===== src/rtl/regReadPkg.sv =====
// Shared sizes for the register-read stage.
// Operand, tag and packet types for issue, bypass, unmap/wakeup and mispredict.

package regReadPkg;

  parameter int DataWidth         = 32;
  parameter int PhysRegs          = 64;
  parameter int PhysTagWidth      = $clog2(PhysRegs);
  parameter int ArchRegs          = 32;  // registers that hold committed state after reset.
  parameter int Checkpoints       = 4;
  parameter int CheckpointIdWidth = $clog2(Checkpoints);
  parameter int PayloadWidth      = 48;

  typedef logic [PhysTagWidth-1:0] phyTagT;
  typedef logic [DataWidth-1:0]    dataT;

  // Instruction as it leaves the issue queue.
  // The payload holds opcode, immediate, queue indices and PC, which this stage never looks at.
  typedef struct packed {
    logic [Checkpoints-1:0]  branchMask;
    phyTagT                  src1;
    phyTagT                  src2;
    phyTagT                  dest;
    logic [PayloadWidth-1:0] payload;
  } issuePacketT;

  // Result broadcast by a functional unit.
  typedef struct packed {
    phyTagT dest;
    dataT   data;
  } bypassPacketT;

  // Issue packet with both operands attached, sent on to execute.
  typedef struct packed {
    dataT        data2;
    dataT        data1;
    issuePacketT inst;
  } readPacketT;

  // Tag request for the ready table, used for unmap and wakeup alike.
  typedef struct packed {
    logic   valid;
    phyTagT tag;
  } tagReqT;

  // Branch resolution broadcast.
  typedef struct packed {
    logic                         verified;
    logic                         mispredict;
    logic [CheckpointIdWidth-1:0] smtId;  // checkpoint of the resolved branch.
  } mispredictT;

endpackage


===== src/rtl/operandBypass.sv =====
// Operand bypass for every source of every lane.
// Tag match against the valid bypass results, lowest lane first, else register file data.

`timescale 1ns/1ps

module operandBypass
  import regReadPkg::*;
#(
  parameter int NumLanes = 2
) (
  input  issuePacketT         issuePkt_i    [NumLanes],
  input  dataT                rfData_i      [2*NumLanes],
  input  bypassPacketT        bypassPkt_i   [NumLanes],
  input  logic [NumLanes-1:0] bypassValid_i,
  output dataT                operand1_o    [NumLanes],
  output dataT                operand2_o    [NumLanes]
);

  // match vectors, one bit per bypass lane.
  logic [NumLanes-1:0] src1Match [NumLanes];
  logic [NumLanes-1:0] src2Match [NumLanes];

  always_comb
  begin
    for (int l = 0; l < NumLanes; l++)
    begin
      for (int b = 0; b < NumLanes; b++)
      begin
        src1Match[l][b] = bypassValid_i[b] && (bypassPkt_i[b].dest == issuePkt_i[l].src1);
        src2Match[l][b] = bypassValid_i[b] && (bypassPkt_i[b].dest == issuePkt_i[l].src2);
      end
    end
  end

  // The scan runs from the highest lane down, so the lowest matching lane is the one that stays.
  // A result being written this cycle is not yet in the array, which is why it must come from here.
  always_comb
  begin
    for (int l = 0; l < NumLanes; l++)
    begin
      operand1_o[l] = rfData_i[2*l];
      operand2_o[l] = rfData_i[2*l+1];
      for (int b = NumLanes - 1; b >= 0; b--)
      begin
        if (src1Match[l][b])
        begin
          operand1_o[l] = bypassPkt_i[b].data;
        end
        if (src2Match[l][b])
        begin
          operand2_o[l] = bypassPkt_i[b].data;
        end
      end
    end
  end

endmodule


===== config.mk =====
export PLATFORM = sky130hd
export DESIGN_NAME = operandBypass
export DESIGN_NICKNAME = d
export VERILOG_FILES = /design/src/rtl/regReadPkg.sv /design/src/rtl/operandBypass.sv
export SDC_FILE = /design/constraint.sdc
export NUM_CORES = 1
export LEC_CHECK = 0
export BUFFER_PORTS_ARGS = -buffer_cell sky130_fd_sc_hd__buf_4
export CAP_MARGIN = 0
export CORE_AREA = 2 2 183 185
export DETAILED_ROUTE_END_ITERATION = 6
export DIE_AREA = 0 0 185 187
export PLACE_DENSITY = 0.4
export REMOVE_ABC_BUFFERS = 1
export SYNTH_ARGS = -nofsm -noshare
export SYNTH_HDL_FRONTEND = slang
export SYNTH_SLANG_ARGS = --single-unit

===== constraint.sdc =====
create_clock -name vclk -period 2.4
set_clock_uncertainty 0.1 [all_clocks]
set_input_delay 0.12 -clock vclk [all_inputs]
set_output_delay 0.12 -clock vclk [all_outputs]
set_load 0.02 [all_outputs]

Yosys cells after proc, flatten, opt, wreduce, memory -nomap -nowiden
Cells that the tools add are included.
{"block": "word_totals", "out_inout_bits": 128, "in_bits": 346, "regBits": 0, "wordCells": 24}
{"block": "classes", "eq_ne": 8, "mux": 8, "n_reduce_logical": 8}
{"op": "$mux W32", "n": 8}
{"op": "$eq A6 B6 Y1", "n": 8}
{"op": "$logic_and A1 B1 Y1", "n": 8}

Longest topological paths before layout
{"block": "depth", "depth_word": 4, "depth_mapped": 7, "ltp_nobuf": 4}

Worst setup path before layout
No wires, ideal clock.
{"block": "synth_timing", "path_kind": "input to output", "start": "input bypassPkt_i[72] in the netlist's numbering", "end": "output operand2_o[0] in the netlist's numbering", "n_path_buf": 3, "slack_ns": 0.640, "t_required_ns": 2.180, "arrival_time_ns": 1.540, "path_stages": 7, "cell_sequence": "clkbuf_1 -> xnor2_1 -> nand4_1 -> or2_1 -> buf_2 -> buf_2 -> a31oi_1"}
{"item": "from (decl)", "line_no": "operandBypass.sv:13", "rtl": "input bypassPacketT bypassPkt_i [NumLanes],"}
{"item": "to (decl)", "line_no": "operandBypass.sv:16", "rtl": "output dataT operand2_o [NumLanes]"}

==> metrics.md <==
| Metric | Value |
|---|---|
| Vias/cell | `4.91` |
| Vias in the first global route | `~7,400` |
| Final Max Slew Viols | `0` |
| Max incr delay on CP | `0.82 ns` |
| Core area | `about 33,000 um^2` |
| # clk buffers | `0` |
| Fmax | `approximately 0.46 GHz` |
| Die ar. | `between 30,000 and 40,000 um^2` |
| Critical path's top delay family | `simple AND/OR/NAND/NOR gates` |
| Ys Warns | `0` |
| First-pass GRT wire length | `~50 mm` |
| PD cells | `~220 nW/um^2` |
| Minimum clock period | `2.16 ns` |
| CP required | `about 2.2 ns` |
| GR Util All Layers | `0.191` |
| Crit-path slowest cell | `or4_4` |
| Initial antenna violation count | `2` |
| CP endpoint kind | `output port` |
| Slew @ Worst Pin | `approximately 1 ns` |
| Drt first-iter violations | `around 410` |
| CTS resizes | `0` |
| Final nets | `between 1,000 and 1,500` |
| CP bufs+invs | `2` |
| Status | `complete, no violations` |
| Rel. slew slack | `0.331` |
| Mapped Cells | `720` |
| Yosys cell types | `26` |
| Postcts setup bufs | `0` |
| I/O pin count | `around 470` |
| Final ANT Viol Nets | `0` |
| Commonest non-fill, non-tap cell in the layout | `buf_4` |
| Syn avg cell area | `roughly 5.5 um^2` |
| DRC Markers | `0` |
| Final period util | `0.899` |
| Hold crit path type | `in2out` |
| Hold Violations, Final | `0` |
| Hpwl dp | `about 25 mm` |
| Area Overhead vs Synth | `78.2%` |
| Mapped Area | `approximately 4000 um^2` |
| PortBufs | `between 300 and 400` |
| Layout cells sized above 1 | `0.411` |
| Reg area | `0 um^2` |
| FFs & Latches | `0` |
| Fin area | `~7100 um^2` |
| RePlAce Congestion | `around 0.8` |
| Design Power | `between 1500 and 2000 uW` |
| Initial Utilization | `0.122` |
| Final Routed Wirelength | `34.8 mm` |
| CTS Hold Bufs | `0` |
| Setup violations, final | `0` |
| RSZ-0062 raised after global routing | `no` |
| DR WL/cell | `23.7 um` |
| Drt pass-1 iters | `7` |
| Largest net degree at the start of global routing | `37` |
| Crit Path Class | `in2out` |
| Chip height | `between 150 and 200 um` |
| Fin cells | `1,465` |
| Worst Path Max Fanout | `32` |
| Row cnt | `between 60 and 70` |
| Vias | `between 7,000 and 8,000` |
| Inst Count DP | `~1,500` |
| Register area share after synthesis | `0` |
| MaxCap Viol Count | `0` |
| Post-DP Area | `between 7000 and 8000 um^2` |
| Type of origin of the critical path | `input port` |
| Crit-path cells | `buf_4 -> xor2_1 -> or4_4 -> o21ai_0 -> a31oi_1 -> buf_4` |
| Most numerous cell on the critical path | `buf_4` |
| Die Width | `between 150 and 200 um` |
| WP data arrival | `around 1.9 ns` |
| GRT overflow | `0` |
| Leakage power | `~0.0027 uW` |
| Worst vdd ir | `between 0.08 and 0.09 mV` |
| Most frequent cells in the layout | `393 x buf_4, 128 x nor3_1, 127 x a31oi_1` |
## cells by family after synthesis
family          after synthesis  synth area share
simple gates                283             0.382
compound gates              256             0.364
xor+xnor                     48             0.105
buf+inv                     133             0.149
## final cells by class
class,count,area (um^2)
Multi-Input combinational cell,587,3440
Antenna cell,2,5.00
Timing Repair Buffer,395,2990
Fill cell,3843,25700
Tap cell,448,561
Inverter,33,124
## report_power, final
group	total (uW)	internal (uW)	switching, uW	leakage, uW
clock network	0.000112	0.000112	0	0.0000000127
logic	1560	629	929	0.00265
registers	0	0	0	0
total	1560	629	929	0.00265
## cells in the mapped netlist (2+ instances only)
cell type | count | area [um^2]
a31oi_1 | 127 | 795
and3_1 | 3 | 18.8
buf_2 | 36 | 180
buf_6 | 6 | 67.6
clkbuf_1 | 55 | 206
clkbuf_2 | 2 | 10.0
inv_1 | 33 | 124
nand3_1 | 103 | 515
nand4_1 | 6 | 37.5
nor3_1 | 128 | 641
nor4_4 | 2 | 42.5
o21ai_0 | 67 | 335
o21ai_1 | 58 | 290
o21ai_2 | 2 | 17.5
or2_1 | 3 | 18.8
or3_1 | 32 | 200
or4_4 | 2 | 22.5
xnor2_1 | 42 | 368
xor2_1 | 6 | 52.6
## stage by stage
stage               TNS [ns]   util  setup slack (ns)  hold WS, ns
CTS                        0  0.216             0.252        0.539
global placement           0  0.216             0.266        0.533
floorplan              -5.29      -            -0.215        0.346
global route               0  0.216             0.149        0.552
detailed placement         0  0.216             0.254        0.539
finish                     0  0.217             0.242        0.538
## final timing paths
kind                   startpoint             end  slack (ns)  cells after the start
setup / recovery  bypassPkt_i[36]  operand1_o[31]        0.24                      6
hold / removal       rfData_i[95]  operand2_o[63]        0.54                      4
## per-layer routing
metal  share of wire  vias up  global-route usage  wire (um)
li1                -     3305                   -          -
met1            0.42     3402               0.243      14500
met2            0.48      421               0.331      16500
met3           0.082       61              0.0362       2840
met4           0.024        2              0.0415        829
met5         0.00037        -                   0         13
Note: power is estimated with default switching activity, not from simulation.
