<file path="src/rtl/regReadPkg.sv">
// Shared sizes for the register-read stage.
// Operand, tag and packet types for issue, bypass, unmap/wakeup and mispredict.

package regReadPkg;

  parameter int DataWidth         = 32;
  parameter int PhysRegs          = 64;
  parameter int PhysTagWidth      = $clog2(PhysRegs);
  parameter int ArchRegs          = 32;  // registers that hold committed state after reset.
  parameter int Checkpoints       = 4;
  parameter int CheckpointIdWidth = $clog2(Checkpoints);
  parameter int PayloadWidth      = 48;

  typedef logic [PhysTagWidth-1:0] phyTagT;
  typedef logic [DataWidth-1:0]    dataT;

  // Instruction as it leaves the issue queue.
  // The payload holds opcode, immediate, queue indices and PC, which this stage never looks at.
  typedef struct packed {
    logic [Checkpoints-1:0]  branchMask;
    phyTagT                  src1;
    phyTagT                  src2;
    phyTagT                  dest;
    logic [PayloadWidth-1:0] payload;
  } issuePacketT;

  // Result broadcast by a functional unit.
  typedef struct packed {
    phyTagT dest;
    dataT   data;
  } bypassPacketT;

  // Issue packet with both operands attached, sent on to execute.
  typedef struct packed {
    dataT        data2;
    dataT        data1;
    issuePacketT inst;
  } readPacketT;

  // Tag request for the ready table, used for unmap and wakeup alike.
  typedef struct packed {
    logic   valid;
    phyTagT tag;
  } tagReqT;

  // Branch resolution broadcast.
  typedef struct packed {
    logic                         verified;
    logic                         mispredict;
    logic [CheckpointIdWidth-1:0] smtId;  // checkpoint of the resolved branch.
  } mispredictT;

endpackage

</file>
<file path="src/rtl/squashFilter.sv">
// Mispredict squash of the lane valids.
// Read packet assembly from the issue packet and its two operands.

`timescale 1ns/1ps

module squashFilter
  import regReadPkg::*;
#(
  parameter int NumLanes = 2
) (
  input  issuePacketT         issuePkt_i   [NumLanes],
  input  logic [NumLanes-1:0] issueValid_i,
  input  dataT                operand1_i   [NumLanes],
  input  dataT                operand2_i   [NumLanes],
  input  mispredictT          mispredict_i,
  output readPacketT          readPkt_o    [NumLanes],
  output logic [NumLanes-1:0] readValid_o
);

  logic killEvent;

  // only a verified mispredict kills younger instructions.
  assign killEvent = mispredict_i.verified & mispredict_i.mispredict;

  always_comb
  begin
    for (int l = 0; l < NumLanes; l++)
    begin
      // A lane depends on the branch when its mask bit for that checkpoint is set.
      readValid_o[l] = issueValid_i[l] &
                       ~(killEvent & issuePkt_i[l].branchMask[mispredict_i.smtId]);
      readPkt_o[l].data2 = operand2_i[l];
      readPkt_o[l].data1 = operand1_i[l];
      readPkt_o[l].inst  = issuePkt_i[l];
    end
  end

endmodule

</file>
<file path="config.mk">
export PLATFORM = sky130hd
export DESIGN_NAME = squashFilter
export DESIGN_NICKNAME = d
export VERILOG_FILES = /design/src/rtl/regReadPkg.sv /design/src/rtl/squashFilter.sv
export SDC_FILE = /design/constraint.sdc
export NUM_CORES = 1
export LEC_CHECK = 0
export BUFFER_PORTS_ARGS = -buffer_cell sky130_fd_sc_hd__buf_2
export CAP_MARGIN = 20
export CORE_AREA = 2 2 211 213
export DETAILED_ROUTE_END_ITERATION = 16
export DIE_AREA = 0 0 213 215
export GPL_TIMING_DRIVEN = 0
export SYNTH_ARGS = -nofsm -noshare
export SYNTH_HDL_FRONTEND = slang
export SYNTH_SLANG_ARGS = --single-unit
export TNS_END_PERCENT = 5
</file>
<file path="constraint.sdc">
create_clock -name vclk -period 1.8
set_input_delay 0.36 -clock vclk [all_inputs]
set_output_delay 0.36 -clock vclk [all_outputs]
set_load 0.01 [all_outputs]
</file>
* Word level (Yosys, flattened, before mapping) *
Cells that the tools add are included.

storage, ports and cells
  flip-flop bits (word level) = 0
  output and inout port bits = 270
  logic and storage cells = 12

operators by class
  magnitude comparators = 1
  muxes and demuxes = 4
  bitwise logic cells = 7

operators by type and width
  operator                                            count
  bitwise AND 1 bit                                   5
  binary-select mux 1 bit (select 2 bit)              2
  < comparator 2 x 3 -> 1 bit, second input constant  1
  2-to-1 mux 1 bit                                    2
  inverter 1 bit                                      2

* Depth between registers and ports, before layout *
Gate-level depths: netlist of run 1.

  depth after elaboration = 5
  mapped depth = 3

* Least setup slack after synthesis of run 1 *
No wires, ideal clock.

  path type = input port to output port
  from = input mispredict_i[0] (netlist bit)
  to = output readValid_o[0]
  arrival time = 922 ps
  slack = 518 ps
  cell stages on the path = 3
  cell sequence = clkbuf_2 mux2i_1 o221a_1

on the way
  word-level cells in the longest chain between the ends = 5

ends and longest elaborated chain
  what                                    line                source
  start: declaration                      squashFilter.sv:15  input mispredictT mispredict_i,
  binary-select mux 1 bit (select 2 bit)  squashFilter.sv:31  ~(killEvent & issuePkt_i[l].branchMask[mispredict_i.smtId]);
  2-to-1 mux 1 bit (implied by the code)  squashFilter.sv:31
  bitwise AND 1 bit                       squashFilter.sv:31
  inverter 1 bit                          squashFilter.sv:31
  bitwise AND 1 bit                       squashFilter.sv:30  readValid_o[l] = issueValid_i[l] &
  end: declaration                        squashFilter.sv:17  output logic [NumLanes-1:0] readValid_o

No other way between the ends. The select of a mux whose other input is x is not followed.

* Worst setup path in the final report of run 1 *
Same ends and word-level chain as after synthesis.

==> impl_results.md, run 1 <==
* NetSw at 0.000400 W
* Detailed Place HPWL at 11.0 mm
* Sw Share at 40.5%
* Global route total overflow at 0
* Aggregate global-route resource usage at 4.06%
* Lkg Pwr at 2.44 nW
* Fillcell total at 5048
* 1st-pass router iterations at 4
* CP endpoint: readValid_o[0]
* Hold-fix buffers at CTS at 0
* Seq cells at 0
* Final ANT Viol Nets at 0
* Total power at 0.000987 W
* Slew Viols, Final at 0
* Starting Density at 4.79%
* Number of nets in the layout at 836
* CP Max Fanout at 4
* Post-Synthesis Mean Instance Area at 7.55 sq um
* Setup Viol. Count Final at 0
* Postcts setup bufs at 0
* Final Cycle Share at 81.8%
* Final Critical Period at 1.47 ns
* Relative slew slack at 90.8%
* Hold slack at 0.903 ns
* CP Data Arrival Time at 1.11 ns
* First-pass GRT wire length at 13.3 mm
* Via count at 2528
* # resized after CTS at 0
* CP Launch Type: input pin
* Routed vias/inst at 2.19
* Mapped cell area at 2090 sq um
* Clk pwr share at 0%
* Critical Path Start: mispredict_i[0]
* Status: complete, no violations
* DIE AREA at 45800 sq um
* Commonest non-fill, non-tap cell in the layout: buf_2
* Share of cells above drive strength 1 at 98.6%
* Buffer and inverter count on the worst path at 2
* Combinational group share of total power at 100.0%
* Largest net degree at the start of global routing at 5
* Internal at 0.000588 W
* Cell count after synthesis at 277
* Peak Freq at 0.679 GHz
* Routability congestion estimate at 0.921
* Io pins at 544
* PD cells at 232 nW/um^2
* Worst hold-check path type: in -> out
* Worst Setup End Kind: output pin
* Setup TNS at 0 ns
* Ys Warns at 0
* Vias in the first global route at 2166
* Drt initial violations at 45
* Max stage delay cell, worst path: o221a_1
* Crit path max-delay family: buffers and inverters
* Antenna violations before repair at 8
* P&R area growth vs syn at 103%
* Crit path depth at 4
* Register share of total power at 0%
* RSZ-0062 raised after global routing: no
* Average wire per standard cell at 9.97 microns
* Syn nets at 551
* Reg area at 0 sq um
* Post-synth cell types at 6
* Worst-margin pin slew at 0.134 ns
* Final Hold Fails at 0
* Crit path cell chain: clkbuf_2 > mux2i_1 > o221a_1 > buf_2
* Setup CP Type: in -> out
* Seq/Total Area, Yosys at 0%
* Max-cap viol count at 0
* Die W at 213 microns
* Die Ht at 215 microns
* WL final at 11.5 mm
* Row cnt at 77
* Clock buffers at 0
* DRC viols at 0
* # port buffers at 283
* Peak supply drop at 61.9 uV
* Highest-count cells in the layout ignoring fill and taps: buf_2 (283), buf_4 (268), mux2i_1 (4)
* Largest stage delay, worst path at 0.22 ns
* Core box area at 43600 sq um
* Worst endpoint required time at 1.44 ns
power groups by stage:
stage | Clock [W] | Combinational, W | Sequential [W]
after floorplan | 0 | 0.000628 | 0
after global routing | 0.000000000223 | 0.00105 | 0
after detailed placement | 0 | 0.000995 | 0
final | 0.000000000223 | 0.000987 | 0
after global placement | 0 | 0.000994 | 0
after CTS | 0 | 0.000997 | 0
layer usage:
layer | vias up | global-route usage (%) | routed length, microns
li1 | 1143 | - | -
met5 | - | 0 | 62
met4 | 10 | 1.52 | 427
met3 | 22 | 1.84 | 1990
met1 | 1037 | 3.26 | 3150
met2 | 316 | 8.27 | 5880
synthesized netlist by cell type:
| cell | instances | area share, % |
|---|---|---|
| o221a_1 | 2 | 1.1 |
| clkbuf_2 | 1 | 0.24 |
| nand3_1 | 1 | 0.24 |
| nand3b_1 | 1 | 0.36 |
| buf_4 | 268 | 96 |
| mux2i_1 | 4 | 1.9 |
through the flow:
step	utilization (%)	worst slack (ns)	cells	instance area (sq um)
detailed placement	9.74	0.330	1152	4250
finish	9.75	0.328	1155	4260
floorplan	-	0.518	277	2090
CTS	9.74	0.335	1152	4250
global placement	9.74	0.320	1152	4250
global route	9.75	0.306	1155	4260
worst min path at each step:
stage	from	to	slack, ns	cells after the start
final	operand1_i[50]	readPkt_o[222]	0.90	2
after global routing	operand1_i[19]	readPkt_o[89]	0.91	2
after CTS	issuePkt_i[40]	readPkt_o[40]	0.90	2
after detailed placement	issuePkt_i[40]	readPkt_o[40]	0.90	2
after global placement	operand1_i[20]	readPkt_o[90]	0.90	2
after floorplan	issuePkt_i[0]	readPkt_o[0]	0.81	1
area by class of cell:
| class | count | area (sq um) | area share (%) |
|---|---|---|---|
| Buffer | 269 | 2020 | 47.4 |
| Timing Repair Buffer | 283 | 1420 | 33.3 |
| Tap cell | 592 | 741 | 17.4 |
| Antenna cell | 3 | 7.51 | 0.176 |
| Multi-Input combinational cell | 8 | 75.1 | 1.76 |
cell families (layout without fill, tap and decap cells):
family	after synthesis	in the layout	share of synthesized area, %
buffers and inverters	269	552	96.4
AOI/OAI and AO/OA	2	2	1.08
muxes	4	4	1.91
other	0	3	0
and+or+nand+nor	2	2	0.598
No activity file was read; power rests on OpenSTA's default activity.
==> run 2: changes to the inputs <==
CORE_AREA = 2 2 214 216   (was 2 2 211 213)
DIE_AREA = 0 0 216 218   (was 0 0 213 215)
clock period = 1.5 ns   (was 1.8 ns; I/O delays follow)
==> run 2 against run 1 <==
Net effect:
- final cell count is 0.95% higher
- non-clock buffer count stayed put
- wire length is 0.70% higher
- setup slack lost 0.25 ns
- global-route usage down 0.18 points
- core utilization shrank 0.23 points
- sequential share of layout area is the same
- critical path type unchanged
- largest power group unchanged
==> impl_results.md, run 2 (same netlist as run 1, synthesis figures left out) <==
* DIE AREA at 47100 sq um
* Io pins at 544
* Worst hold path startpoint: operand2_i[57]
* Buffer and inverter count on the worst path at 2
* Multi-input logic area at 75.1 sq um
* Non-filler cells, final at 1166
* CP Max Fanout at 2
* Final Critical Period at 1.43 ns
* Clock buffers at 0
* Max-cap viol count at 0
* Antenna violations before repair at 9
* Worst endpoint required time at 1.20 ns
* Cell mode on critical path: buf_2
* Routability congestion estimate at 0.854
* First-pass GRT wire length at 13.0 mm
* Number of nets in the layout at 836
* Worst Setup End Kind: output pin
* 1st-pass router iterations at 4
* Row cnt at 78
* Largest net degree at the start of global routing at 5
* Crit path max-delay family: compound AO/OA/AOI/OAI gates
* CP Data Arrival Time at 1.13 ns
* Lkg Pwr at 2.44 nW
* Seq cells at 0
* Final Hold Fails at 0
* PD cells at 277 nW/um^2
* Post-place setup slack at 0.0331 ns
* Vias in the first global route at 2089
* Routed vias/inst at 2.16
* Commonest non-fill, non-tap cell in the layout: buf_2
* Setup Viol. Count Final at 0
* Placed insts at 1160
* Share of cells above drive strength 1 at 98.6%
* Via count at 2522
* # resized after CTS at 0
* Highest-count cells in the layout ignoring fill and taps: buf_2 (283), buf_4 (268), mux2i_1 (4)
* Drt initial violations at 84
* Peak supply drop at 81.3 uV
* Worst hold-check path type: in -> out
* Detailed Place HPWL at 11.1 mm
* Setup TNS at 0 ns
* Final Cycle Share at 95.1%
* Average wire per standard cell at 9.95 microns
* Global route total overflow at 0
* P&R area growth vs syn at 104%
* RSZ-0062 raised after global routing: no
* Largest stage delay, worst path at 0.33 ns
* Die Ht at 218 microns
* Die W at 216 microns
* Hold-fix buffers at CTS at 0
* Final ANT Viol Nets at 0
* Final worst slack at 0.0741 ns
* Worst-margin pin slew at 0.205 ns
* Starting Density at 4.66%
* Slew Viols, Final at 0
* Peak Freq at 0.701 GHz
* Status: complete, no violations
* Core box area at 44900 sq um
* Crit path cell chain: buf_2 > nand3b_1 > o221a_1 > buf_2
* Aggregate global-route resource usage at 3.88%
* Fillcell total at 5191
* CP Launch Type: input pin
* Max stage delay cell, worst path: o221a_1
* WL final at 11.6 mm
* Critical Path Start: mispredict_i[1]
* Postcts setup bufs at 0
* Reg area at 0 sq um
* Relative slew slack at 86.3%
* # port buffers at 283
* Setup CP Type: in -> out
* DRC viols at 0
## run 2: cell types whose count changed in the layout (fill, tap and decap cells not counted), sizes merged
cell / delta
diode: +3
## run 2: cell type report
| class | count | area share (%) |
|---|---|---|
| Buffer | 269 | 47.2 |
| Timing Repair Buffer | 283 | 33.1 |
| Tap cell | 600 | 17.6 |
| Multi-Input combinational cell | 8 | 1.76 |
| Antenna cell | 6 | 0.351 |
## run 2: path summary, 6_finish.rpt
| check | endpoint | slack [ns] | cells past startpoint |
|---|---|---|---|
| worst max-delay path | readValid_o[1] | 0.07 | 4 |
| worst min-delay path | readPkt_o[261] | 0.78 | 2 |
## run 2: routing by layer
metal  track usage, %  wire [microns]  up-vias  part of all wire (%)
li1                 -               -     1146                     -
met1             3.35            3050     1018                    26
met2             7.63            5950      324                    51
met3             1.17            1840       30                    16
met4             2.58             733        4                   6.3
met5                0              23        -                  0.20
## run 2: report_power, final
group               total (W)    internal (W)  switching [W]
logic                 0.00118        0.000705       0.000479
registers                   0               0              0
clock network  0.000000000536  0.000000000535              0
## run 2: stage by stage
stage	util (%)	hold WS, ns	cell area (sq um)	total power, W
after global placement	9.49	0.784	4260	0.00119
after CTS	9.49	0.784	4260	0.00120
after detailed placement	9.49	0.784	4260	0.00119
final	9.52	0.784	4270	0.00118
after global routing	9.52	0.786	4270	0.00125
after floorplan	-	0.692	2090	0.000754
==> run 3: changes to the inputs <==
CORE_AREA = 2 2 211 213   (was 2 2 214 216)
DIE_AREA = 0 0 213 215   (was 0 0 216 218)
SETUP_SLACK_MARGIN = 0.02   (was unset)
clock period = 1.22 ns   (was 1.5 ns; I/O delays follow)
==> run 3 against run 2 <==
Net effect:
- final cell count fell by 0.94%
- hold slack got worse by 0.11 ns
- critical path depth did not move
- core utilization rose by 0.28 points
- flip-flop and latch count did not move
- wire length fell by 0.80%
- final area barely moved
- total power rose by 24%
- non-clock buffer count did not move
- die area fell by 2.7%
- sequential share of layout area did not move
- critical path type unchanged
- highest routed layer unchanged
==> impl_results.md, run 3 (same netlist as run 1, synthesis figures left out) <==
* CP Data Arrival Time at 0.94 ns
* Final Hold Fails at 0
* Detailed Place HPWL at 11.0 mm
* Lkg Pwr at 2.44 nW
* Number of nets in the layout at 836
* Setup Viol. Count Final at 0
* Die Ht at 215 microns
* P&R area growth vs syn at 104%
* CP Max Fanout at 2
* Peak Freq at 0.846 GHz
* Commonest non-fill, non-tap cell in the layout: buf_2
* Internal at 0.000874 W
* Row cnt at 77
* 1st-pass router iterations at 4
* Clock buffers at 0
* Peak supply drop at 91.4 uV
* Routed vias/inst at 2.19
* Largest stage delay, worst path at 0.29 ns
* Core Util, Final at 9.80%
* Relative slew slack at 90.5%
* Antenna violations before repair at 8
* Worst-margin pin slew at 0.138 ns
* Largest net degree at the start of global routing at 5
* Setup CP Type: in -> out
* Fillcell total at 5046
* Core box area at 43600 sq um
* DRC viols at 0
* Critical Path Start: mispredict_i[1]
* Slew Viols, Final at 0
* Max-cap viol count at 0
* Seq cells at 0
* Worst hold path startpoint: operand1_i[50]
* Global route total overflow at 0
* Worst endpoint required time at 0.98 ns
* Clk pwr share at 0%
* Cell mode on critical path: buf_6
* PD cells at 342 nW/um^2
* Final ANT Viol Nets at 0
* NetSw at 0.000589 W
* Sw Share at 40.3%
* Vias in the first global route at 2160
* Routability congestion estimate at 0.921
* DIE AREA at 45800 sq um
* WL final at 11.5 mm
* Starting Density at 4.79%
* Io pins at 544
* Final Critical Period at 1.18 ns
* Share of cells above drive strength 1 at 98.6%
* CP Launch Type: input pin
* Average wire per standard cell at 9.96 microns
* Final Cycle Share at 96.9%
* Max stage delay cell, worst path: o221a_1
* Hold-fix buffers at CTS at 0
* Aggregate global-route resource usage at 4.06%
* Via count at 2525
* Register share of total power at 0%
* Status: complete, no violations
* Die W at 213 microns
* First-pass GRT wire length at 13.3 mm
* Crit path cell chain: buf_6 > nand3b_1 > o221a_1 > buf_6
* Combinational group share of total power at 100.0%
* # port buffers at 283
* Worst Setup End Kind: output pin
* Reg area at 0 sq um
* Highest-count cells in the layout ignoring fill and taps: buf_2 (281), buf_4 (268), mux2i_1 (4)
* RSZ-0062 raised after global routing: no
* Worst hold-check path type: in -> out
* Drt initial violations at 39
* Hold slack at 0.671 ns
## run 3: cell count changes in the layout (fill, tap and decap cells not counted)
cell,change
clkbuf_8,+1
diode_2,-3
buf_6,+2
clkbuf_2,-1
buf_2,-2
## run 3: repair_timing
item / CTS / global route
setup buffers: 0 / 0
endpoints found under the setup margin: 1 / 0
resized for setup: 5 / 0
## run 3: cell type report
| type | count | area (sq um) | share of cell area (%) |
|---|---|---|---|
| repair buffers | 283 | 1430 | 33.4 |
| multi-input cells | 8 | 75.1 | 1.75 |
| diodes | 3 | 7.51 | 0.175 |
| well taps | 592 | 741 | 17.3 |
| plain buffers | 269 | 2030 | 47.4 |
## run 3: path summary, 6_finish.rpt
path | endpoint | slack, ns | cells after the start
max | readValid_o[0] | 0.04 | 4
min | readPkt_o[222] | 0.67 | 2
## run 3: per-stage QoR
stage | power (W) | cells | setup slack [ns] | cell area [sq um] | setup TNS (ns)
after floorplan | 0.000927 | 277 | 0.170 | 2090 | 0
after global placement | 0.00147 | 1152 | -0.0277 | 4250 | -0.0277
after detailed placement | 0.00147 | 1152 | -0.0183 | 4250 | -0.0183
after CTS | 0.00148 | 1152 | 0.0413 | 4270 | 0
after global routing | 0.00156 | 1155 | 0.0249 | 4280 | 0
final | 0.00146 | 1155 | 0.0376 | 4280 | 0
## run 3: layer usage
layer	track usage, %	routed length, microns
met3	1.84	2010
met1	3.26	3130
met5	0	62
met2	8.26	5880
met4	1.54	430
## run 3: power by group through the flow
stage | Combinational (W) | Clock (W) | Sequential (W)
floorplan | 0.000927 | 0 | 0
finish | 0.00146 | 0.000000000329 | 0
global route | 0.00156 | 0.000000000329 | 0
detailed placement | 0.00147 | 0 | 0
global placement | 0.00147 | 0 | 0
CTS | 0.00148 | 0 | 0
## run 3: worst max-delay path, delay by kind of cell
| kind | cells | cell delay, ns |
|---|---|---|
| buffers and inverters | 2 | 0.23 |
| AO/OA/AOI/OAI | 1 | 0.29 |
| AND/OR/NAND/NOR | 1 | 0.17 |
