<file path="config.mk">
export PLATFORM = sky130hd
export DESIGN_NAME = readyTable
export DESIGN_NICKNAME = d
export VERILOG_FILES = /design/src/rtl/regReadPkg.sv /design/src/rtl/readyTable.sv
export SDC_FILE = /design/constraint.sdc
export NUM_CORES = 1
export LEC_CHECK = 0
export CAP_MARGIN = 30
export CORE_UTILIZATION = 70
export DETAILED_ROUTE_END_ITERATION = 8
export DONT_BUFFER_PORTS = 1
export PLACE_DENSITY = 0.86
export SETUP_SLACK_MARGIN = 0.15
export SLEW_MARGIN = 40
export SYNTH_ARGS = -nofsm -noshare
export SYNTH_HDL_FRONTEND = slang
export SYNTH_SLANG_ARGS = --single-unit
</file>
<file path="constraint.sdc">
create_clock -name clk -period 2.6 [get_ports clk]
set_clock_uncertainty 0.05 [all_clocks]
set_input_delay 0.39 -clock clk [delete_from_list [all_inputs] [get_ports clk]]
set_output_delay 0.39 -clock clk [all_outputs]
set_load 0.03 [all_outputs]
</file>
<file path="src/rtl/regReadPkg.sv">
// Shared sizes for the register-read stage.
// Operand, tag and packet types for issue, bypass, unmap/wakeup and mispredict.

package regReadPkg;

  parameter int DataWidth         = 32;
  parameter int PhysRegs          = 64;
  parameter int PhysTagWidth      = $clog2(PhysRegs);
  parameter int ArchRegs          = 32;  // registers that hold committed state after reset.
  parameter int Checkpoints       = 4;
  parameter int CheckpointIdWidth = $clog2(Checkpoints);
  parameter int PayloadWidth      = 48;

  typedef logic [PhysTagWidth-1:0] phyTagT;
  typedef logic [DataWidth-1:0]    dataT;

  // Instruction as it leaves the issue queue.
  // The payload holds opcode, immediate, queue indices and PC, which this stage never looks at.
  typedef struct packed {
    logic [Checkpoints-1:0]  branchMask;
    phyTagT                  src1;
    phyTagT                  src2;
    phyTagT                  dest;
    logic [PayloadWidth-1:0] payload;
  } issuePacketT;

  // Result broadcast by a functional unit.
  typedef struct packed {
    phyTagT dest;
    dataT   data;
  } bypassPacketT;

  // Issue packet with both operands attached, sent on to execute.
  typedef struct packed {
    dataT        data2;
    dataT        data1;
    issuePacketT inst;
  } readPacketT;

  // Tag request for the ready table, used for unmap and wakeup alike.
  typedef struct packed {
    logic   valid;
    phyTagT tag;
  } tagReqT;

  // Branch resolution broadcast.
  typedef struct packed {
    logic                         verified;
    logic                         mispredict;
    logic [CheckpointIdWidth-1:0] smtId;  // checkpoint of the resolved branch.
  } mispredictT;

endpackage

</file>
<file path="src/rtl/readyTable.sv">
// Ready table of the physical registers.
// Reset and exception restore, unmap clears and wakeup sets.

`timescale 1ns/1ps

module readyTable
  import regReadPkg::*;
#(
  parameter int NumLanes = 2
) (
  input  logic                clk,
  input  logic                rstN_i,
  input  logic                exception_i,
  input  tagReqT              unmap_i  [NumLanes],
  input  tagReqT              wakeup_i [NumLanes],
  output logic [PhysRegs-1:0] phyRegRdy_o
);

  // committed registers are ready, free and in-flight ones are not.
  localparam logic [PhysRegs-1:0] ArchRdyMask =
    {{(PhysRegs-ArchRegs){1'b0}}, {ArchRegs{1'b1}}};

  logic [PhysRegs-1:0] rdyQ;
  logic [PhysRegs-1:0] rdyNext;

  always_comb
  begin
    rdyNext = rdyQ;
    for (int l = 0; l < NumLanes; l++)
    begin
      if (unmap_i[l].valid)
      begin
        rdyNext[unmap_i[l].tag] = 1'b0;
      end
    end
    // Wakeups are applied last so a tag that is freed and woken together ends up ready.
    for (int l = 0; l < NumLanes; l++)
    begin
      if (wakeup_i[l].valid)
      begin
        rdyNext[wakeup_i[l].tag] = 1'b1;
      end
    end
  end

  always_ff @(posedge clk or negedge rstN_i)
  begin
    if (!rstN_i)
      rdyQ <= ArchRdyMask;
    else if (exception_i)
      rdyQ <= ArchRdyMask;  // the map table is rolled back to committed state.
    else
      rdyQ <= rdyNext;
  end

  assign phyRegRdy_o = rdyQ;

endmodule

</file>
Yosys cells after proc, flatten, opt, wreduce, memory -nomap -nowiden
Cells that the tools add are included.
{ "totals": {"reg_bits": 64, "inputBits": 31, "out_inout_bits": 64} }
{ "classes": {"order_cmp": 8, "muxes": 13, "bitwise_logic": 6, "n_reduce_logical": 4} }
{ "ops": {"columns": ["operator", "n"], "rows": [
  ["2-to-1 mux 64 bit", 5],
  ["AND 64 bit", 2],
  ["NOT 64 bit", 2],
  ["bitwise OR 64 bit", 2],
  ["less-than comparator 6 x 7 -> 1 bit, second input constant", 4],
  ["demux 1 bit (select 6 bit)", 4],
  [">= comparator 6 x 1 -> 1 bit, second input constant", 4],
  ["logical AND 1 bit", 4],
  ["2-to-1 mux 1 bit", 4]
]} }

Longest topological paths before layout
Gate-level depths: netlist of the first run.
{ "logic_depth": {"word_depth": 14, "depth_mapped": 5, "ltp_nobuf": 3} }

Least setup slack after synthesis of the first run
No wires, ideal clock.
{ "synth_timing": {"path_kind": "input -> register", "from": "input port unmap_i[5] (netlist bit)", "to": "register rdyQ[5], in the netlist phyRegRdy_o[5]", "arrival_time_ns": 1.442, "slack_ns": 1.016, "path_stages": 5, "path_buffers": 2, "path_cell_list": "buf_4 -> or4b_4 -> buf_6 -> o221ai_1 -> o211ai_1"} }
{ "synth_between": {"elab_chain_len": 12, "word_cells_on_any_way": 13, "cone_classes": "order compare (2); mux (6); bitwise (4); reduce/logical (1)"} }
{ "synth_rtl": {"columns": ["element", "line", "rtl"], "rows": [
  ["start, declared", "readyTable.sv:14", "input tagReqT unmap_i [NumLanes],"],
  ["less-than comparator 6 x 7 -> 1 bit (implied by the code) / >= comparator 6 x 1 -> 1 bit (equally long branches)", "readyTable.sv:33", "rdyNext[unmap_i[l].tag] = 1'b0;"],
  ["logical AND 1 bit (implied by the code)", "readyTable.sv:33", null],
  ["2-to-1 mux 1 bit (implied by the code)", "readyTable.sv:33", null],
  ["demux 1 bit (select 6 bit) *", "readyTable.sv:33", null],
  ["NOT 64 bit (no line) *", null, null],
  ["AND 64 bit (no line) *", null, null],
  ["2-to-1 mux 64 bit *", "readyTable.sv:31", "if (unmap_i[l].valid)"],
  ["bitwise OR 64 bit (no line)", null, null],
  ["2-to-1 mux 64 bit *", "readyTable.sv:39", "if (wakeup_i[l].valid)"],
  ["bitwise OR 64 bit (no line)", null, null],
  ["2-to-1 mux 64 bit *", "readyTable.sv:39", null],
  ["2-to-1 mux 64 bit *", "readyTable.sv:50", "else if (exception_i)"],
  ["end signal, assigned", "readyTable.sv:49", "rdyQ <= ArchRdyMask;"],
  ["end signal, assigned", "readyTable.sv:51", "rdyQ <= ArchRdyMask;"],
  ["end signal, assigned", "readyTable.sv:53", "rdyQ <= rdyNext;"],
  ["end, declared", "readyTable.sv:23", "logic [PhysRegs-1:0] rdyQ;"]
]} }
Mark *: on every way between the ends. The rest lies on a longest branch, timed or not.

Worst setup path after layout of the first run
{ "layout_timing": {"from": "register rdyQ[24], in the netlist phyRegRdy_o[24]", "to": "output port phyRegRdy_o[24]"} }
{ "layout_lines": {"columns": ["element", "line", "rtl"], "rows": [
  ["end, declared", "readyTable.sv:16", "output logic [PhysRegs-1:0] phyRegRdy_o"]
]} }
No word-level cell between the ends.

==> run_results.csv, run 1 <==
group,metric,value,unit
pwr,p_leak,1.44,nW
run,cap_violations,0,
setup_path,critPathKind,"flop to output pin",
route,drc,6,
setup_path,r2r-end,"phyRegRdy_o[0]$_DFF_PN1_",
setup_path,rrSetupSlack,1.49,ns
setup_path,required,2.16,ns
synth,synth_nets,518,
synth,yosys_warnings,0,
clocking,cts.reportedPaths.clkPinSlew,0.07,ns
pwr,peakVddDrop,277,uV
hold_path,whs_path_depth,1,
pwr,p_total,2.02,mW
timing,report.final.slew_viol_count,0,
route,via_per_inst,9.05,
pwr,switchingPower,0.569,mW
timing,min_period_over_period,0.556,
clocking,post_cts_resized,0,
synth,synth_seq_cells,64,
global_routing,grt_start_max_net_pins,65,
global_routing,antenna_found_initial,0,
timing,fmax,692,MHz
synth,synth_area,4740,um2
timing,period_minus_slack,1.45,ns
clocking,clock-sinks,64,
clocking,post_cts_buffers,0,
route,drt_wl_total,15300,um
global_routing,gr-usage-all-layers,0.439,
floorplanning,die_w,84.3,um
setup_path,start_kind,"flop",
place,gp_congestion,0.898,
synth,synth-seq-area-share,0.346,
synth,synth_cells,487,
place,portBuffers,0,
floorplanning,initial_core_util,0.734,
synth,synth_edf_count,0,
global_routing,grt_pass1_wl,24100,um
timing,finalHoldViolations,0,
pwr,p_seq_frac,0.524,
pwr,swShare,0.282,
synth,syn_avg_cell_area,9.74,um2
clocking,htreeDepth,3,
clocking,cts_root_buffer,"clkbuf_8",
clocking,cts_hold_buffers,2,
route,wl_per_cell,29.9,um
route,dr_total_vias,4625,
layout,syn_to_final_growth,-0.633,%
timing,rsz0062_at_grt,"no",
layout,antenna_cells,0,
place,dp_slack,0.975,ns
setup_path,crit_start,"phyRegRdy_o[24]$_DFF_PN1_",
clocking,cts_tree,"built",
route,drtPass1Iterations,9,
global_routing,grt_overflow_total,0,
outcome,violations,"DRC",
clocking,cts_buffers,9,
setup_path,reg2regPathDepth,2,
hold_path,min_from,"exception_i",
floorplanning,dieArea,7110,um2
setup_path,worstPathArrival,1.01,ns
clocking,cts_max_path_buffers,2,
setup_path,r2r-start,"phyRegRdy_o[0]$_DFF_PN1_",
timing,setup_tns,0,ns
layout,drive_gt1_frac,0.168,
layout,layout.nets,460,
synth,synthFlopType,"dfstp_2",
global_routing,grt_pass1_vias,4406,
clocking,clock_latency,0.35,ns
floorplanning,fp.coreArea,6460,um2
pwr,clkPwrFrac,0.370,
route,drtIter0Drc,628,
floorplanning,rows,29,
setup_path,cp_max_fo,2,
timing,setup_violations,0,
setup_path,endpoint_kind,"output pin",
floorplanning,pin_count,95,
hold_path,whs_endpoint,"phyRegRdy_o[23]$_DFF_PN1_",
synth,ys_types,49,
place,hpwl,9750,um
floorplanning,die-height,84.3,um
pwr,power.density,428,nW/um2
outcome,outcome,"finished with violations",
synth,synthArstFlopShare,1.00,
route,antenna_left,0,
setup_path,worst-path-stages,0,
timing,worst_pin_slew,0.674,ns
timing,layout_setup_ws,1.15,ns
pwr,cellInternalPower,1.45,mW
layout,largest_register_ff_count,64,
hold_path,min-delay-path-class,"input port to flop",
pwr,pwr-share-comb,0.106,
timing,max_slew_margin,0.549,
-- area by class of cell --
cell class / instances / area [um2]
Clock buffer: 10 / 128
Timing Repair Buffer: 2 / 37.5
Clock inverter: 6 / 36.3
Sequential cell: 64 / 1640
Multi-Input combinational cell: 352 / 2770
Fill cell: 456 / 1750
Tap cell: 77 / 96.3
-- synth_stat cells, drive strengths merged (6+ instances only) --
cell | count | area, um2
a211o | 16 | 140
a21oi | 32 | 160
a22oi | 41 | 308
a311o | 7 | 70.1
and3b | 7 | 61.3
and4b | 15 | 150
and4bb | 8 | 100
buf | 35 | 199
clkbuf | 36 | 138
dfrtp | 32 | 801
dfstp | 32 | 841
nand2 | 15 | 56.3
nand2b | 6 | 37.5
nand3 | 7 | 35.0
nand3b | 12 | 90.1
nand4 | 10 | 62.6
nand4b | 18 | 158
nor3b | 14 | 135
nor4b | 7 | 95.1
o21ai | 7 | 35.0
o221ai | 36 | 315
o22ai | 20 | 125
or3b | 14 | 123
or4b | 6 | 63.8
or4bb | 7 | 78.8
-- kinds of logic (layout without fill, tap and decap cells) --
kind of cell	Yosys count	in the layout	share of synthesized area
AOI/OAI and AO/OA	178	178	0.275
and+or+nand+nor	174	174	0.308
DFF	64	64	0.346
buffers and inverters	71	18	0.0710
-- per-stage QoR --
stage               utilization  area (um2)  hold WS [ns]  instances
CTS                       0.730        4710        0.0475        511
floorplan                     -        4740        0.0444        487
global placement          0.697        4500        0.0458        493
global route              0.730        4710        0.0650        511
finish                    0.730        4710        0.0914        511
detailed placement        0.698        4510        0.0459        493
-- power groups by stage --
stage	sequential, mW	combinational, mW	clock (mW)
2_1_floorplan	1.07	0.246	0
3_3_place_gp	1.07	0.177	0
6_report	1.06	0.215	0.746
4_1_cts	1.06	0.209	0.750
3_5_place_dp	1.07	0.182	0
5_1_grt	1.06	0.229	0.788
-- worst max-delay path by stage --
stage                                     to  slack, ns
finish                       phyRegRdy_o[24]       1.15
global route                 phyRegRdy_o[24]       1.14
CTS                          phyRegRdy_o[24]       1.16
detailed placement  phyRegRdy_o[5]$_DFF_PN1_       0.97
global placement    phyRegRdy_o[2]$_DFF_PN1_       0.97
floorplan           phyRegRdy_o[5]$_DFF_PN1_       1.02
-- placed cells by master, fill, tap and decap left out, drive strengths merged, types with 10 or more instances in the layout --
cell / n
a22oi: 41
dfrtp: 32
clkbuf: 10
and4b: 15
a211o: 16
nand2: 15
a21oi: 32
or3b: 14
nand4b: 18
nand3b: 12
nor3b: 14
o22ai: 20
o221ai: 36
dfstp: 32
nand4: 10
-- layer usage --
metal / global-route usage / wire, um / up-vias
li1: - / - / 1903
met1: 0.587 / 5650 / 2177
met2: 0.635 / 6510 / 452
met3: 0.166 / 2460 / 93
met4: 0.196 / 663 / 0
met5: 0 / 0 / -
(Power assumes the default switching activity.)
==> inputs of run 2 (changes only) <==
- CORE_UTILIZATION: 70 -> 58
- PLACE_DENSITY: 0.86 -> 0.76
- clock period: 2.6 -> 1.21 ns (I/O delays scaled with it)
==> run 2 against run 1 <==
The run ends with hold timing, setup timing left; global-route usage down 4.2 points; worst setup slack got worse by 1.2 ns; first-iteration DRC count up 4.6%; critical path type unchanged; critical endpoint is now phyRegRdy_o[3]; largest cell class unchanged; highest routed layer unchanged.
==> run_results.csv, run 2 (same netlist as run 1, synthesis figures left out) <==
group,metric,value,unit
outcome,outcome,"finished with violations",
outcome,violations,"hold timing, setup timing",
timing,max_slew_margin,0.609,
timing,layout_setup_ws,-0.0803,ns
timing,report.final.slew_viol_count,0,
setup_path,cpMaxStageDelayCell,"dfstp_2",
timing,setup_tns,-0.817,ns
hold_path,min-delay-path-class,"input port to async pin",
place,portBuffers,0,
clocking,cts_tree,"built",
clocking,cts_max_path_buffers,2,
timing,min_period_over_period,1.07,
floorplanning,fp.coreArea,7810,um2
clocking,cts_buffers,9,
setup_path,crit_chain,"buf_6",
setup_path,worstPathArrival,1.06,ns
layout,layout_commonest_cell,"buf_4",
floorplanning,initial_core_util,0.607,
setup_path,critPathTopFamily,"flip-flops",
layout,final_cells,622,
layout,layout.nets,546,
route,drt_wl_total,17000,um
setup_path,endpoint_kind,"output pin",
clocking,cts_root_buffer,"clkbuf_8",
layout,largest_register_ff_count,64,
floorplanning,die-height,92.4,um
clocking,cts.reportedPaths.clkPinSlew,0.08,ns
layout,fin_area,5780,um2
clocking,clock-sinks,64,
timing,setup_violations,32,
layout,syn_to_final_growth,22.0,%
floorplanning,rows,32,
pwr,p_leak,1.97,nW
route,antenna_left,0,
setup_path,worst-path-buf-inv,1,
global_routing,grt_overflow_total,0,
place,dp_slack,-0.101,ns
timing,holdWs,-0.535,ns
route,wl_per_cell,27.3,um
place,hpwl,11000,um
setup_path,slowest_delay,0.57,ns
layout,antenna_cells,0,
timing,worst_pin_slew,0.584,ns
route,drtIter0Drc,657,
floorplanning,die_w,92.4,um
global_routing,gr-usage-all-layers,0.397,
timing,rsz0062_at_grt,"yes",
setup_path,r2r-end,"phyRegRdy_o[43]$_DFF_PN0_",
floorplanning,dieArea,8540,um2
run,cap_violations,0,
place,dp.cells,576,
setup_path,rrSetupSlack,0.20,ns
setup_path,reg2regPathDepth,4,
place,gp_congestion,0.919,
route,via_per_inst,8.07,
floorplanning,pin_count,95,
setup_path,start_kind,"flop",
timing,finalHoldViolations,125,
global_routing,antenna_found_initial,0,
route,dr_total_vias,5018,
global_routing,grt_pass1_wl,25600,um
global_routing,grt_start_max_net_pins,65,
route,drc,0,
route,drtPass1Iterations,7,
clocking,clock_latency,0.35,ns
place,placed_area,5230,um2
setup_path,required,0.98,ns
global_routing,grt_pass1_vias,4439,
pwr,peakVddDrop,771,uV
timing,period_minus_slack,1.29,ns
clocking,htreeDepth,3,
setup_path,cp_max_fo,2,
layout,final_cell_mix,"buf_4, a22oi_1, buf_6",
layout,drive_gt1_frac,0.369,
setup_path,r2r-start,"phyRegRdy_o[43]$_DFF_PN0_",
pwr,power.density,798,nW/um2
setup_path,critPathKind,"flop to output pin",
timing,fmax,775,MHz
[run 2: changes by cell type in the layout (fill, tap and decap cells not counted), sizes merged]
cell,change
clkbuf,+1
buf,+83
dlygate4sd3,+3
clkinvlp,-1
[run 2: metal layers]
layer	wire (um)	share of wire	GRT usage
met2	7600	0.45	0.564
met3	2360	0.14	0.144
met4	585	0.034	0.134
met5	0	0	0
met1	6440	0.38	0.554
[run 2: worst max path at each step]
| stage | from | to | slack [ns] | depth (start not counted) |
|---|---|---|---|---|
| 2_1_floorplan | unmap_i[5] | phyRegRdy_o[0]$_DFF_PN1_ | -0.13 | 5 |
| 3_3_place_gp | unmap_i[12] | phyRegRdy_o[2]$_DFF_PN1_ | -0.09 | 4 |
| 3_5_place_dp | unmap_i[12] | phyRegRdy_o[6]$_DFF_PN1_ | -0.10 | 4 |
| 4_1_cts | phyRegRdy_o[7]$_DFF_PN1_ | phyRegRdy_o[7] | -0.09 | 1 |
| 5_1_grt | phyRegRdy_o[3]$_DFF_PN1_ | phyRegRdy_o[3] | -0.1 | 1 |
| 6_report | phyRegRdy_o[3]$_DFF_PN1_ | phyRegRdy_o[3] | -0.08 | 1 |
[run 2: layout make-up]
class / instances / area (um2)
well taps: 102 / 128
clock buffers: 11 / 153
clock inverters: 5 / 30.0
flip-flops and latches: 64 / 1640
repair buffers: 88 / 835
multi-input cells: 352 / 3000
fillers: 530 / 2020
[run 2: stage by stage]
step                 util  power (mW)  hold WS, ns
floorplan               -        2.99       -0.164
global placement    0.669        2.80       -0.161
detailed placement  0.669        2.81       -0.161
CTS                 0.728        4.58       -0.548
global route        0.741        4.74       -0.553
finish              0.741        4.61       -0.535
[run 2: timing repair]
action / in CTS / in global routing
hold buffers: 1 / 3
setup endpoints to repair: 64 / 65
endpoints found under the hold margin: 128 / 128
pin swaps: 0 / 1
setup buffers: 17 / 9
gates resized for setup: 37 / 1
[run 2: report_power, final]
| part | switching, mW | internal [mW] |
|---|---|---|
| Sequential | 0.0509 | 2.19 |
| Combinational | 0.301 | 0.300 |
| Clock | 0.919 | 0.858 |
==> inputs of run 3 (changes only) <==
- CORE_ASPECT_RATIO: not set -> 1.4
- GPL_TIMING_DRIVEN: not set -> 1
==> run 3 against run 2 <==
The flow still finishes with violations (hold timing, setup timing); first-iteration DRC count is 8.8% higher; hold slack got worse by 0.0049 ns; fmax up 0.19%; sequential cell count stayed put.
==> run_results.csv, run 3 (same netlist as run 1, synthesis figures left out) <==
group,metric,value,unit
timing,holdWs,-0.540,ns
setup_path,critPathKind,"flop to output pin",
pwr,peakVddDrop,748,uV
setup_path,slowest_delay,0.56,ns
pwr,cellInternalPower,3.61,mW
layout,layout_commonest_cell,"buf_4",
floorplanning,die_w,78.4,um
place,hpwl,11100,um
route,dr_total_vias,5014,
clocking,htreeDepth,3,
layout,drive_gt1_frac,0.383,
layout,fillers,550,
pwr,swShare,0.246,
setup_path,critPathTopFamily,"flip-flops",
place,portBuffers,0,
timing,finalHoldViolations,128,
timing,worst_pin_slew,0.584,ns
timing,min_period_over_period,1.06,
outcome,outcome,"finished with violations",
place,placed_area,5270,um2
timing,rsz0062_at_grt,"yes",
pwr,p_seq_frac,0.468,
timing,report.final.slew_viol_count,0,
pwr,p_leak,2.03,nW
timing,setup_violations,29,
setup_path,r2r-end,"phyRegRdy_o[5]$_DFF_PN1_",
global_routing,grt_pass1_wl,25900,um
route,via_per_inst,8.00,
floorplanning,initial_core_util,0.604,
route,antenna_left,0,
clocking,cts_buffers,9,
floorplanning,die-height,109,um
pwr,clkPwrFrac,0.408,
global_routing,grt_start_max_net_pins,65,
setup_path,rrSetupSlack,0.21,ns
clocking,cts_root_buffer,"clkbuf_8",
layout,layout.nets,553,
setup_path,cpMaxStageDelayCell,"dfstp_2",
place,gp_congestion,0.927,
setup_path,reg2regPathDepth,2,
route,drt_wl_total,17100,um
setup_path,cp_max_fo,2,
layout,final_cell_mix,"buf_4, a22oi_1, buf_6",
floorplanning,fp.coreArea,7850,um2
timing,layout_setup_ws,-0.0779,ns
setup_path,r2r-start,"phyRegRdy_o[5]$_DFF_PN1_",
setup_path,worst-path-buf-inv,1,
pwr,power.density,818,nW/um2
route,drtPass1Iterations,6,
timing,max_slew_margin,0.609,
timing,setup_tns,-0.490,ns
floorplanning,rows,38,
hold_path,min-delay-path-class,"input port to async pin",
pwr,switchingPower,1.17,mW
global_routing,grt_overflow_total,0,
layout,fin_area,5850,um2
run,cap_violations,0,
clocking,clock-sinks,64,
route,wl_per_cell,27.3,um
global_routing,gr-usage-all-layers,0.403,
setup_path,crit_start,"phyRegRdy_o[3]$_DFF_PN1_",
place,dp_slack,-0.0862,ns
outcome,violations,"hold timing, setup timing",
floorplanning,dieArea,8550,um2
setup_path,crit_chain,"buf_6",
layout,antenna_cells,0,
timing,period_minus_slack,1.29,ns
timing,fmax,776,MHz
route,drc,0,
setup_path,worstPathArrival,1.06,ns
layout,syn_to_final_growth,23.3,%
global_routing,antenna_found_initial,0,
setup_path,start_kind,"flop",
clocking,cts.reportedPaths.clkPinSlew,0.08,ns
setup_path,endpoint_kind,"output pin",
clocking,cts_max_path_buffers,2,
layout,largest_register_ff_count,64,
clocking,cts_tree,"built",
floorplanning,pin_count,95,
setup_path,required,0.98,ns
pwr,pwr-share-comb,0.124,
global_routing,grt_pass1_vias,4666,
route,drtIter0Drc,715,
clocking,clock_latency,0.36,ns
==> run 3: cell types whose count changed in the layout (fill, tap and decap cells not counted) <==
cell,previous run,this run
buf_4,45,57
buf_6,37,36
bufinv_16,0,1
clkbuf_1,1,2
clkbuf_16,1,0
clkbuf_8,9,12
clkinv_2,3,0
clkinvlp_4,2,1
dlygate4sd3_1,4,0
o21ai_0,2,3
o21ai_1,5,4
==> run 3: stage by stage <==
stage                     utilization  total power [mW]  hold slack (ns)  std cells
after floorplan                     -              2.99           -0.164        487
after global placement          0.672              2.81           -0.163        580
after CTS                       0.735              4.76           -0.536        616
final                           0.745              4.78           -0.540        627
after global routing            0.745              4.92           -0.549        627
after detailed placement        0.672              2.81           -0.162        580
==> run 3: area by class of cell <==
type | instances | area, um2 | area share
tap | 100 | 125 | 0.0214
multi-input combinational | 352 | 3000 | 0.513
timing repair buffer | 95 | 873 | 0.149
clock buffer | 14 | 173 | 0.0295
sequential | 64 | 1640 | 0.281
clock inverter | 2 | 37.5 | 0.00642
==> run 3: how the worst max path moves through the flow <==
stage / to / cells after the start
detailed placement: phyRegRdy_o[2]$_DFF_PN1_ / 4
CTS: phyRegRdy_o[3] / 1
floorplan: phyRegRdy_o[0]$_DFF_PN1_ / 5
global route: phyRegRdy_o[3] / 1
global placement: phyRegRdy_o[2]$_DFF_PN1_ / 4
finish: phyRegRdy_o[3] / 1
==> run 3: what timing repair did <==
| item | CTS | global route |
|---|---|---|
| hold endpoints to repair | 128 | 128 |
| setup endpoints to repair | 64 | 65 |
| gates resized for setup | 36 | 0 |
| pin swaps | 0 | 1 |
| buffers inserted | 20 | 11 |
==> run 3: power groups by stage <==
stage                     combinational (mW)  clock [mW]  sequential [mW]
after CTS                              0.570        1.95             2.24
after global routing                   0.621        2.06             2.24
after floorplan                        0.696           0             2.30
final                                  0.592        1.95             2.24
after global placement                 0.536           0             2.27
after detailed placement               0.542           0             2.27
==> run 3: routing by layer <==
| metal | up-vias | GRT usage | wire length [um] |
|---|---|---|---|
| met5 | - | 0 | 0 |
| met2 | 385 | 0.669 | 8410 |
| met4 | 0 | 0.220 | 942 |
| met1 | 2469 | 0.485 | 6100 |
| li1 | 2091 | - | - |
| met3 | 69 | 0.0921 | 1670 |
